$ cat src/verilog/gat_dims_pkg.sv
package gat_dims_pkg;

  // Feature value and weight width
  parameter int DATA_WIDTH = 8;

  // One WH sum, wraps modulo 2**WH_DATA_WIDTH
  parameter int WH_DATA_WIDTH = 12;

  parameter int NUM_FEATURE_IN  = 16;
  parameter int NUM_FEATURE_OUT = 7;

  // Column index into a row of H
  parameter int COL_IDX_WIDTH = $clog2(NUM_FEATURE_IN);

  // A full row holds NUM_FEATURE_IN entries, so one extra bit
  parameter int ROW_LEN_WIDTH = $clog2(NUM_FEATURE_IN + 1);

  // Node count of a subgraph
  parameter int NUM_NODE_WIDTH = 4;

endpackage

$ cat src/verilog/gat_types_pkg.sv
package gat_types_pkg;

  import gat_dims_pkg::*;

  // One word of the node-info memory
  typedef struct packed {
    logic [ROW_LEN_WIDTH-1:0]  row_len;
    logic [NUM_NODE_WIDTH-1:0] num_node;
    logic                      flag;
  } node_info_t;

  // Stored entry of the sparse H matrix
  typedef struct packed {
    logic [DATA_WIDTH-1:0]    value;
    logic [COL_IDX_WIDTH-1:0] col_idx;
  } h_entry_t;

  // Reader to dot product, metadata valid on the last beat
  typedef struct packed {
    logic [DATA_WIDTH-1:0]     value;
    logic [COL_IDX_WIDTH-1:0]  col_idx;
    logic                      row_last;
    logic                      row_empty;
    logic [NUM_NODE_WIDTH-1:0] num_node;
    logic                      flag;
  } sparse_beat_t;

  typedef struct packed {
    logic [NUM_FEATURE_OUT-1:0][WH_DATA_WIDTH-1:0] sums;
    logic [NUM_NODE_WIDTH-1:0]                     num_node;
    logic                                          flag;
  } wh_word_t;

  // Indexed as [output column][input row]
  typedef logic [NUM_FEATURE_OUT-1:0][NUM_FEATURE_IN-1:0][DATA_WIDTH-1:0] weight_t;

endpackage

$ cat src/verilog/wh_writer.sv
`timescale 1ns/1ns

module wh_writer
  import gat_types_pkg::*;
#(
  parameter int TOTAL_NODES = 20
) (
  input  logic                           clk,
  input  logic                           reset,
  input  logic                           spmm_valid,
  output logic                           spmm_ready,
  output logic                           start,
  input  wh_word_t                       row,
  input  logic                           row_valid,
  output logic                           wh_we,
  output logic [$clog2(TOTAL_NODES)-1:0] wh_waddr,
  output wh_word_t                       wh_din
);

  localparam int ADDR_W = $clog2(TOTAL_NODES);

  logic [ADDR_W-1:0] row_cnt;
  logic              accept;

  assign accept = spmm_valid && spmm_ready;

  always_ff @(posedge clk) begin
    if (reset) begin
      spmm_ready <= 1'b1;
      start      <= 1'b0;
      wh_we      <= 1'b0;
      row_cnt    <= '0;
    end else begin
      start <= accept;
      wh_we <= row_valid;
      if (row_valid) begin
        row_cnt <= row_cnt + 1'b1;
      end
      if (accept) begin
        spmm_ready <= 1'b0;
        row_cnt    <= '0;
      end else if (wh_we && wh_waddr == ADDR_W'(TOTAL_NODES - 1)) begin
        // Last row is in memory
        spmm_ready <= 1'b1;
      end
    end
  end

  always_ff @(posedge clk) begin
    if (row_valid) begin
      wh_waddr <= row_cnt;
      wh_din   <= row;
    end
  end

  assert property (@(posedge clk) disable iff (reset)
    row_valid |-> !spmm_ready);

endmodule

$ cat config.mk
export PLATFORM = sky130hd
export DESIGN_NAME = wh_writer
export DESIGN_NICKNAME = d
export VERILOG_FILES = /design/src/verilog/gat_dims_pkg.sv /design/src/verilog/gat_types_pkg.sv /design/src/verilog/wh_writer.sv
export SDC_FILE = /design/constraint.sdc
export NUM_CORES = 1
export LEC_CHECK = 0
export ABC_AREA = 1
export BUFFER_PORTS_ARGS = -buffer_cell sky130_fd_sc_hd__buf_2
export CORE_AREA = 2 2 81 113
export DETAILED_ROUTE_END_ITERATION = 10
export DIE_AREA = 0 0 83 115
export PLACE_DENSITY = 0.73
export SLEW_MARGIN = 20
export SYNTH_ARGS = -nofsm -noshare
export SYNTH_HDL_FRONTEND = slang
export SYNTH_SLANG_ARGS = --single-unit
export TNS_END_PERCENT = 10
$ cat constraint.sdc
create_clock -name clk -period 0.9 [get_ports clk]
set_input_delay 0.045 -clock clk [delete_from_list [all_inputs] [get_ports clk]]
set_output_delay 0.045 -clock clk [all_outputs]
set_load 0.05 [all_outputs]
Yosys cells after proc, flatten, opt, wreduce, memory -nomap -nowiden
Index checks and enable logic that the tools add are counted.
{"block": "totals", "elab_cells": 22, "regBits": 102}
{"block": "classes", "eq_ne": 1, "reduce_logical": 4, "mux": 2, "addsub": 1}
{"cell": "adder 5 x 1 -> 5 bit, second input constant", "count": 1}
{"cell": "equality test 5 bit, second input constant", "count": 1}
{"cell": "logical AND 1 bit", "count": 2}
{"cell": "2-to-1 mux 1 bit", "count": 2}
{"cell": "nonzero test 2 bit", "count": 1}
{"cell": "OR reduction 2 bit", "count": 1}

Longest topological paths before layout
Gate-level depths: netlist of run 1.
{"block": "depth", "depth_word": 4, "depth_mapped": 6}

Worst setup path after synthesis of run 1
Ideal clock, no wire load.
{"block": "synth_path", "path_type": "register to register", "from": "register spmm_ready", "to": "register row_cnt[4]", "t_required_ps": 785, "path_buffers": 0, "arrival_ps": 1016, "setup_time_ps": 115, "path_slack_ps": -231, "stages_incl_launch_ff": 6, "cell_sequence": "dfxtp_1 -> nand2_1 -> nand2_1 -> inv_1 -> nand2_1 -> nor2_1"}
{"block": "synth_between", "elab_chain_len": 2}
{"item": "start: declaration", "line": "wh_writer.sv:11", "source": "output logic spmm_ready,"}
{"item": "start signal: assignment", "line": "wh_writer.sv:29", "source": "spmm_ready <= 1'b1;"}
{"item": "start signal: assignment", "line": "wh_writer.sv:40", "source": "spmm_ready <= 1'b0;"}
{"item": "start signal: assignment", "line": "wh_writer.sv:44", "source": "spmm_ready <= 1'b1;"}
{"item": "logical AND 1 bit", "line": "wh_writer.sv:25", "source": "assign accept = spmm_valid && spmm_ready;"}
{"item": "OR reduction 2 bit (no source line)"}
{"item": "end signal: assignment", "line": "wh_writer.sv:37", "source": "row_cnt <= row_cnt + 1'b1;"}
{"item": "end: declaration", "line": "wh_writer.sv:22", "source": "logic [ADDR_W-1:0] row_cnt;"}
Every way passes these cells.
A chain may end at the register's enable or synchronous reset.

Final worst setup path of run 1
{"block": "layout_path", "from": "register wh_din[13] (netlist bit)", "to": "output port wh_din[13] (netlist bit)"}
{"item": "start: declaration", "line": "wh_writer.sv:17", "source": "output wh_word_t wh_din"}
{"item": "start signal: assignment", "line": "wh_writer.sv:52", "source": "wh_din <= row;"}
No word-level cell between the ends.

==> results of run 1 <==
==> worst paths after layout <==
path | startpoint | endpoint | slack, ns
worst max register to register | row_cnt[1] | row_cnt[2] | -0.09
worst max-delay path | wh_din[13] | wh_din[13] | -0.10
worst min-delay path | row_valid | wh_din[7] | 0.08
worst min register to register | row_cnt[2] | wh_waddr[2] | 0.50
==> state kept, by name, indices dropped and copies added (netlist names) <==
name	flops
row_cnt	5
spmm_ready	1
start	1
wh_din	89
wh_waddr	5
wh_we	1
==> cells in the final DEF (no fill, tap or decap) <==
cell type	instances
ha_4	1
dlygate4sd3_1	91
nand3b_1	1
buf_8	1
buf_6	98
clkbuf_16	9
nand2_1	7
buf_2	91
nor2_1	7
nor2_4	2
buf_12	2
diode_2	1
nor3b_2	1
nand2_2	3
dfxtp_4	3
clkinv_1	3
dfxtp_1	3
clkbuf_1	2
dfxtp_2	2
buf_4	7
nand3_2	1
edfxtp_1	94
a21oi_1	2
inv_1	5
nor3_1	1
nor2_2	1
clkinvlp_4	2
a21oi_2	2
nand2_4	2
==> logic make-up (layout without fill, tap and decap cells) <==
| group | Yosys count | count (layout) | synth area share |
|---|---|---|---|
| buffers and inverters | 5 | 311 | 0.00595 |
| AND/OR/NAND/NOR | 26 | 26 | 0.0381 |
| other | 0 | 1 | 0 |
| AO/OA/AOI/OAI | 4 | 4 | 0.00635 |
| adder cells (fa/ha/maj) | 1 | 1 | 0.00397 |
| flip-flops | 102 | 102 | 0.946 |
==> layout make-up <==
| cell class | count | area share |
|---|---|---|
| Tap cell | 105 | 0.0212 |
| Sequential cell | 102 | 0.484 |
| Clock inverter | 5 | 0.00424 |
| Multi-Input combinational cell | 31 | 0.0339 |
| Timing Repair Buffer | 290 | 0.416 |
| Clock buffer | 11 | 0.0376 |
| Inverter | 5 | 0.00303 |
| Antenna cell | 1 | 0.000404 |
==> layer usage <==
metal | vias to the layer above | part of all wire | track usage | routed length, µm
met5 | - | 0 | 0 | 0
met4 | 0 | 0.038 | 0.113 | 354
met1 | 1151 | 0.33 | 0.189 | 3110
li1 | 1127 | - | - | -
met3 | 26 | 0.040 | 0.0330 | 374
met2 | 107 | 0.59 | 0.375 | 5470
==> power groups by stage <==
stage	Sequential [mW]	Combinational (mW)	Clock (mW)
2_1_floorplan	7.00	0.0322	0
3_3_place_gp	5.75	1.89	0
3_5_place_dp	5.76	1.92	0
4_1_cts	5.76	2.64	3.48
5_1_grt	5.79	2.78	3.67
6_report	5.77	2.69	3.36
==> timing repair <==
| item | CTS | global route |
|---|---|---|
| resized for setup | 199 | 19 |
| cloned | 0 | 0 |
| setup endpoints to repair | 99 | 101 |
| hold endpoints to repair | 91 | 0 |
| pin swaps | 0 | 5 |
| hold buffers | 91 | 0 |
| setup buffers | 2 | 3 |
==> per-stage QoR <==
stage / setup slack (ns) / hold WS [ns]
floorplan: -0.135 / 0.117
CTS: -0.110 / 0.0401
global route: -0.126 / 0.0752
detailed placement: -0.0693 / 0.223
finish: -0.104 / 0.0836
global placement: -0.0301 / 0.221
==> key figures, run 1 <==
STA
  • Final Setup Violations: 98
  • Relative slew slack: 0.845
  • Setup TNS: -3.78 ns
  • Fmax: ~1000 MHz
  • Final Slew Violations: 0
  • Fin Clk Skew: between 0.001 and 0.0015 ns
  • Tmin final: 1.00 ns
  • Period utilisation layout: 1.12
  • Final Hold Fails: 0
  • RSZ-0062 raised after global routing: true
  • PnR worst setup slack: -0.104 ns
  • Worst-margin pin slew: 0.233 ns

Power
  • Sw Ratio: 0.280
  • Total Power: 11.8 mW
  • Lkg Pwr: 2.60 nW
  • Combinational Power Share: 0.228
  • Clock Power Share: 0.285
  • Int Pwr: 8.51 mW
  • Flop pwr share: 0.488
  • Maximum VDD drop: ~0.0011 V
  • Switch Pwr: between 3 and 4 mW
  • PwrDens: 1910 mW/mm²

Outcome
  • Failing checks: setup timing
  • Status: finished with violations

Synthesis
  • Synth Cell Area: 0.00315 mm²
  • #FFs+latches synth: between 100 and 150
  • Number of flops mapped to enable cells by yosys: 94
  • Sequential area share after synthesis: 0.946
  • Top post-synthesis cells by count: 94 x edfxtp_1, 11 x nand2_1, 8 x dfxtp_1, 8 x nor2_1, 5 x inv_1
  • Post-synth top area share: 0.895
  • Syn Nets: 232
  • Leading cell type by number of instances after synthesis: edfxtp_1
  • Synthesized area per cell: 22.9 µm²
  • Post-synth cell types: 14
  • Synthesized instance count: 138
  • Ys Warns: 0
  • Largest cells by area after synthesis: edfxtp_1 89%, dfxtp_1 5.1%, nand2_1 1.3%
  • Ys async rst share: 0
  • Prevailing post-synth register cell: edfxtp_1
  • Yosys top cell by area: edfxtp_1

Finish
  • Final Cell Area: 0.00620 mm²
  • Fillers: 550
  • Fraction of layout cells with a size suffix above 1: 0.514
  • Non-filler cells, final: 550
  • Area delta synth->final: 96.4%
  • Final core occ: 0.724
  • Net count, final: between 500 and 600
  • Reg area: approximately 0.0030 mm²
  • Area occupied by multi-input gates: 210 µm²

Global routing
  • Initial antenna violation count: 0
  • Grt ovf: 0
  • First-pass GRT wire length: 13.6 mm
  • GRT Overall Usage: 0.192
  • Largest net degree at the start of global routing: 39
  • Vias in the first global route: roughly 2600

Critical path
  • CP startpoint kind: flip-flop
  • CP Cell Sequence: buf_6
  • CP max stage cell: edfxtp_1
  • Arr. time, crit path: 0.96 ns
  • CP required: between 0.8 and 0.9 ns
  • Reg2Reg Depth: 4
  • CP max stage delay: roughly 0.44 ns
  • WP buf/inv: 1
  • Setup crit end kind: primary output
  • Cell depth of the worst setup path: 1
  • Critical Setup Path Class: flip-flop to primary output
  • Crit path max-delay family: flip-flops
  • Worst Path Max Fanout: 1

Placement
  • DP HPWL: 5.40 mm
  • Number of buffers added on ports: 189
  • Placement Cell Area: 0.00430 mm²
  • GPL Wtd Cong: 0.718
  • Cells after DPL: 437

Detailed routing
  • Via count: 2411
  • Detailed Route Iter0 Violations: about 100
  • Routed len/inst: 16.9 µm
  • DR DRC count: 0
  • Via/cell ratio: 4.38
  • Drt pass-1 iters: 4
  • Number of routed nets with antenna violations: 0
  • Final wirelength: just over 9 mm

Die
  • Core Region: 0.00856 mm²
  • Site Rows: 40
  • Io pins: 190
  • Die Wd: 83 µm
  • DIE AREA: 0.00955 mm²
  • Initial core utilization: 0.369
  • Die Ht: roughly 120 µm

Clock tree
  • TritonCTS clock tree: built
  • Clock Latency Late Sink: 0.33 ns
  • H-tree levels: 3
  • Clock root cell: clkbuf_16
  • Worst-path clk slew: 0.06 ns
  • Max Buffers Root-to-Sink: 2
  • CTS Buf Count: 9
  • CTS sink cnt: 102

Min path
  • Hold Path Stages: 1
  • Hold Path Class: input pin to flip-flop

Flow run
  • Number of max-cap violations: 0
Note: power is estimated with default switching activity, not from simulation.
==> run 2: changes to the inputs <==
Settings changed: RECOVER_POWER from default to 50.
==> run 2 against run 1 <==
- the run still ends with setup timing left
- sequential power about the same
- non-clock buffer count unchanged
- critical path depth unchanged
- power is essentially flat
- critical endpoint unchanged
- largest power group unchanged
==> key figures, run 2 (synthesis gave the netlist of run 1 again) <==
STA
  • Final Slew Violations: 0
  • Final Hold Fails: 0
  • PnR worst setup slack: -0.104 ns
  • Period utilisation layout: 1.12
  • Tmin final: 1.00 ns
  • RSZ-0062 raised after global routing: true
  • Fin Clk Skew: 0.00105 ns
  • WHS: 0.0466 ns
  • Worst-margin pin slew: between 0.5 and 0.6 ns
  • Relative slew slack: 0.659
  • Final Setup Violations: 99
  • Fmax: 996 MHz

Critical path
  • Crit path max-delay family: flip-flops
  • Arr. time, crit path: 0.96 ns
  • CP max stage cell: edfxtp_1
  • Cell depth of the worst setup path: 1
  • Worst reg2reg path endpoint: row_cnt[2]
  • Worst R2R Setup Slack: -0.09 ns
  • Critical Setup Path Class: flip-flop to primary output
  • Setup crit end kind: primary output
  • WP buf/inv: 1
  • CP required: 0.85 ns
  • Reg2Reg Depth: 4
  • CP startpoint kind: flip-flop
  • Worst setup path start: wh_din[13]
  • CP max stage delay: 0.44 ns
  • R2r startpoint: row_cnt[1]
  • Worst Path Max Fanout: 1
  • CP Cell Sequence: buf_6
  • CP endpoint: wh_din[13]

Finish
  • Reg area: roughly 0.0030 mm²
  • Area occupied by multi-input gates: around 210 µm²
  • Commonest non-fill, non-tap cell in the layout: buf_6
  • Top flop regs: wh_din x89, row_cnt x5, wh_waddr x5
  • Area delta synth->final: 95.6%
  • Non-filler cells, final: 550
  • Flip-flop count of the largest register after layout: 89
  • Final Cell Area: approximately 0.0062 mm²
  • Fillers: 554
  • Fraction of layout cells with a size suffix above 1: 0.514
  • Most frequent cells in the layout: 98 x buf_6, 94 x edfxtp_1, 91 x dlygate4sd3_1, 91 x buf_2, 9 x clkbuf_16
  • Net count, final: 533
  • Largest Register: wh_din

Clock tree
  • TritonCTS clock tree: built
  • Worst-path clk slew: 0.06 ns
  • Clock Latency Late Sink: 0.33 ns
  • H-tree levels: 3
  • Max Buffers Root-to-Sink: 2
  • CTS Buf Count: 9
  • CTS sink cnt: 102
  • Clock root cell: clkbuf_16

Detailed routing
  • Drt pass-1 iters: 4
  • DR DRC count: 0
  • Routed len/inst: 16.9 µm
  • Final wirelength: 9.31 mm
  • Number of routed nets with antenna violations: 0
  • Via/cell ratio: approximately 4.4
  • Via count: ~2400
  • Detailed Route Iter0 Violations: 93

Die
  • DIE AREA: 0.00955 mm²
  • Io pins: 190
  • Initial core utilization: 0.369
  • Core Region: 0.00856 mm²
  • Die Ht: approximately 120 µm
  • Die Wd: about 83 µm
  • Site Rows: 40

Outcome
  • Failing checks: setup timing
  • Status: finished with violations

Global routing
  • Largest net degree at the start of global routing: 39
  • First-pass GRT wire length: 13.6 mm
  • Vias in the first global route: about 2600
  • GRT Overall Usage: 0.192
  • Grt ovf: 0
  • Initial antenna violation count: 0

Placement
  • Number of buffers added on ports: 189
  • Placement Cell Area: 0.00430 mm²
  • GPL Wtd Cong: slightly above 0.7
  • Cells after DPL: 437
  • DP HPWL: 5.40 mm

Power
  • Lkg Pwr: 2.59 nW
  • PwrDens: 1910 mW/mm²
  • Maximum VDD drop: 0.00119 V

Min path
  • Hold Path Class: input pin to flip-flop

Flow run
  • Number of max-cap violations: 0
## run 2: changes by cell type in the layout (fill, tap and decap cells not counted), sizes merged
cell    change
buf         -3
clkbuf      +3
## run 2: per-layer routing
| metal | vias up | share of wire | track usage |
|---|---|---|---|
| met5 | - | 0 | 0 |
| met4 | 0 | 0.040 | 0.113 |
| met3 | 28 | 0.040 | 0.0330 |
| met2 | 105 | 0.59 | 0.375 |
| met1 | 1162 | 0.33 | 0.189 |
| li1 | 1126 | - | - |
## run 2: worst min path at each step
stage / to / start / slack [ns] / cells after the start
final: wh_din[7] / row_valid / 0.05 / 1
after global routing: wh_din[18] / row_valid / 0.05 / 1
after floorplan: wh_we / reset / 0.12 / 1
after detailed placement: wh_din[60] / row[60] / 0.22 / 1
after CTS: wh_waddr[2] / row_valid / 0.04 / 1
after global placement: wh_din[27] / row[27] / 0.22 / 1
## run 2: area by class of cell
class                           count  area share
Timing Repair Buffer              290       0.413
Clock buffer                       11      0.0377
Tap cell                          105      0.0213
Sequential cell                   102       0.486
Antenna cell                        1    0.000406
Inverter                            5     0.00304
Multi-Input combinational cell     31      0.0341
Clock inverter                      5     0.00426
## run 2: repair_timing
item                                   CTS  global route
hold buffers                            91             0
setup endpoints to repair               99           101
gates resized for setup                199            19
endpoints found under the hold margin   91             0
pin swaps                                0             5
buffers inserted                         2             3
## run 2: power breakdown
group          internal, mW  total, mW  leakage [nW]  switching (mW)
Clock                  1.85       3.37         0.118            1.52
Combinational          1.07       2.67          1.48            1.60
Sequential             5.58       5.77         0.990           0.191
## run 2: through the flow
stage | setup slack (ns) | total power [mW] | utilization | TNS (ns)
detailed placement | -0.0693 | 7.68 | 0.502 | -0.0873
global placement | -0.0301 | 7.64 | 0.502 | -0.0301
global route | -0.124 | 12.2 | 0.720 | -6.73
CTS | -0.110 | 11.9 | 0.714 | -4.78
finish | -0.104 | 11.8 | 0.721 | -3.81
floorplan | -0.135 | 7.03 | - | -0.233
==> run 3: changes to the inputs <==
Settings changed: ABC_AREA 1 to 0, CORE_AREA 2 2 81 113 to 2 2 80 113, DIE_AREA 0 0 83 115 to 0 0 82 115.
==> run 3 against run 2 <==
- the run still ends with setup timing left
- fmax rose by 2.6%
- final cell count fell by 2.4%
- wire length fell by 0.50%
- core utilization rose by 0.082 points
- combinational power barely moved
- final area fell by 1.6%
- sequential share of layout area rose by 0.71 points
- critical path depth did not move
- highest routed layer unchanged
- synthesized cell count fell by 8.7%
- flip-flop and latch count did not move
- clock skew rose by 0.00093 ns
==> key figures, run 3 <==
Outcome
  • Failing checks: setup timing
  • Status: finished with violations

Synthesis
  • Number of flops mapped to enable cells by yosys: 94
  • Synthesized instance count: about 130
  • Syn Nets: 220
  • Largest cells by area after synthesis: edfxtp_1 90%, dfxtp_1 5.1%, nor2_1 0.84%
  • #FFs+latches synth: roughly 100
  • Prevailing post-synth register cell: edfxtp_1
  • Ys Warns: 0
  • Yosys top cell by area: edfxtp_1
  • Sequential area share after synthesis: 0.955
  • Leading cell type by number of instances after synthesis: edfxtp_1
  • Post-synth top area share: 0.903
  • Synth Cell Area: between 0.003 and 0.004 mm²
  • Ys async rst share: 0
  • Synthesized area per cell: between 20 and 25 µm²
  • Top post-synthesis cells by count: 94 x edfxtp_1, 8 x dfxtp_1, 7 x nor2_1, 3 x nand2_1, 3 x xor2_1
  • Post-synth cell types: 15

STA
  • PnR worst setup slack: -0.0784 ns
  • Fin Clk Skew: 0.00198 ns
  • Relative slew slack: 0.626
  • Final Setup Violations: 96
  • Final Slew Violations: 0
  • Period utilisation layout: 1.09
  • Worst-margin pin slew: approximately 0.56 ns
  • Tmin final: slightly below 1 ns
  • Final Hold Fails: 0
  • Fmax: 1020 MHz
  • RSZ-0062 raised after global routing: true

Finish
  • Fillers: 484
  • Top flop regs: wh_din x89, row_cnt x5, wh_waddr x5
  • Largest Register: wh_din
  • Commonest non-fill, non-tap cell in the layout: buf_6
  • Final core occ: 0.722
  • Area delta synth->final: 94.2%
  • Net count, final: 520
  • Non-filler cells, final: 537
  • Flip-flop count of the largest register after layout: 89
  • Fraction of layout cells with a size suffix above 1: 0.494
  • Most frequent cells in the layout: 95 x buf_6, 94 x edfxtp_1, 91 x dlygate4sd3_1, 91 x buf_2, 9 x clkbuf_16

Clock tree
  • Worst-path clk slew: 0.06 ns
  • CTS sink cnt: 102
  • Max Buffers Root-to-Sink: 2
  • CTS Buf Count: 9
  • Clock root cell: clkbuf_16
  • Clock Latency Late Sink: 0.32 ns
  • H-tree levels: 3
  • TritonCTS clock tree: built

Placement
  • GPL Wtd Cong: 0.739
  • DP HPWL: 5.21 mm
  • Number of buffers added on ports: 189
  • Cells after DPL: 427

Flow run
  • Number of max-cap violations: 0

Die
  • Initial core utilization: 0.372
  • Die Ht: 115 µm
  • Core Region: 0.00841 mm²
  • Io pins: 190
  • DIE AREA: ~0.0094 mm²
  • Site Rows: 40
  • Die Wd: 82 µm

Detailed routing
  • Via/cell ratio: 4.39
  • Drt pass-1 iters: 4
  • Detailed Route Iter0 Violations: between 100 and 150
  • Routed len/inst: about 17 µm
  • Via count: 2358
  • Number of routed nets with antenna violations: 0
  • Final wirelength: 9.27 mm
  • DR DRC count: 0

Critical path
  • WP buf/inv: 1
  • Critical Setup Path Class: flip-flop to primary output
  • Arr. time, crit path: 0.93 ns
  • CP max stage delay: 0.43 ns
  • CP max stage cell: edfxtp_1
  • Crit path max-delay family: flip-flops
  • Cell depth of the worst setup path: 1
  • Setup crit end kind: primary output
  • CP required: 0.85 ns
  • CP Cell Sequence: buf_6
  • Worst Path Max Fanout: 2
  • CP startpoint kind: flip-flop
  • Reg2Reg Depth: 4

Power
  • Maximum VDD drop: 0.00114 V
  • PwrDens: around 1900 mW/mm²
  • Lkg Pwr: approximately 2.5 nW

Global routing
  • First-pass GRT wire length: 12.9 mm
  • Largest net degree at the start of global routing: 39
  • Grt ovf: 0
  • Vias in the first global route: 2535
  • Initial antenna violation count: 1
  • GRT Overall Usage: 0.194

Min path
  • Hold Path Stages: 1
  • Hold Path Class: input pin to flip-flop
## run 3: cell count changes in the layout (fill, tap and decap cells not counted), sizes merged, moves of 3 or more
| cell | change |
|---|---|
| nand2 | -9 |
| inv | -4 |
| a21oi | -3 |
| clkbuf | +3 |
| nor2 | -3 |
| xor2 | +3 |
## run 3: final timing paths
| path | from | to | slack, ns |
|---|---|---|---|
| hold / removal | row_valid | wh_waddr[1] | 0.04 |
| hold reg to reg | row_cnt[4] | wh_waddr[4] | 0.48 |
| setup / recovery | wh_waddr[1] | wh_waddr[1] | -0.08 |
| setup reg to reg | row_cnt[0] | row_cnt[3] | -0.02 |
## run 3: logic make-up after synthesis
kind of cell / Yosys count / share of synthesized area
AOI/OAI and AO/OA: 2 / 0.00400
xor gates and xnor gates: 4 / 0.0112
adders and majority gates: 1 / 0.00400
buffers and inverters: 1 / 0.00120
DFF: 102 / 0.955
muxes: 1 / 0.00320
and+or+nand+nor: 15 / 0.0216
## run 3: timing repair
item | 4_1_cts | 5_1_grt
hold buffers | 91 | 0
pin swaps | 0 | 4
setup endpoints to repair | 101 | 100
endpoints found under the hold margin | 92 | 0
gates resized for setup | 199 | 4
buffers inserted | 2 | 0
## run 3: cell type report
type                            count  area [µm²]  area share
Inverter                            1        3.75    0.000619
Tap cell                          105         131      0.0217
Sequential cell                   102        2990       0.493
Clock inverter                      3        15.0     0.00247
Antenna cell                        1        2.50    0.000412
Multi-Input combinational cell     23         158      0.0260
Timing Repair Buffer              289        2530       0.416
Clock buffer                       13         240      0.0396
## run 3: power breakdown
part           total, mW  switching, mW  internal, mW
registers           5.77          0.189          5.58
logic               2.64           1.59          1.05
clock network       3.33           1.47          1.86
total               11.7           3.25          8.49
## run 3: per-layer routing
| metal | GRT usage | part of all wire | vias up |
|---|---|---|---|
| met5 | 0 | 0 | - |
| met4 | 0.0789 | 0.028 | 0 |
| met3 | 0.0534 | 0.060 | 18 |
| met2 | 0.386 | 0.59 | 113 |
| met1 | 0.175 | 0.33 | 1137 |
| li1 | - | - | 1090 |
## run 3: per-stage QoR
step | setup slack, ns | TNS [ns] | power [mW] | hold slack (ns) | area (µm²)
after global placement | -0.0131 | -0.0131 | 7.63 | 0.221 | 4280
after global routing | -0.109 | -5.90 | 12.1 | 0.0426 | 6070
after detailed placement | -0.0438 | -0.0674 | 7.66 | 0.223 | 4280
after CTS | -0.0815 | -4.06 | 11.8 | 0.0569 | 6080
after floorplan | -0.203 | -1.20 | 7.01 | 0.117 | 3120
final | -0.0784 | -2.52 | 11.7 | 0.0393 | 6070
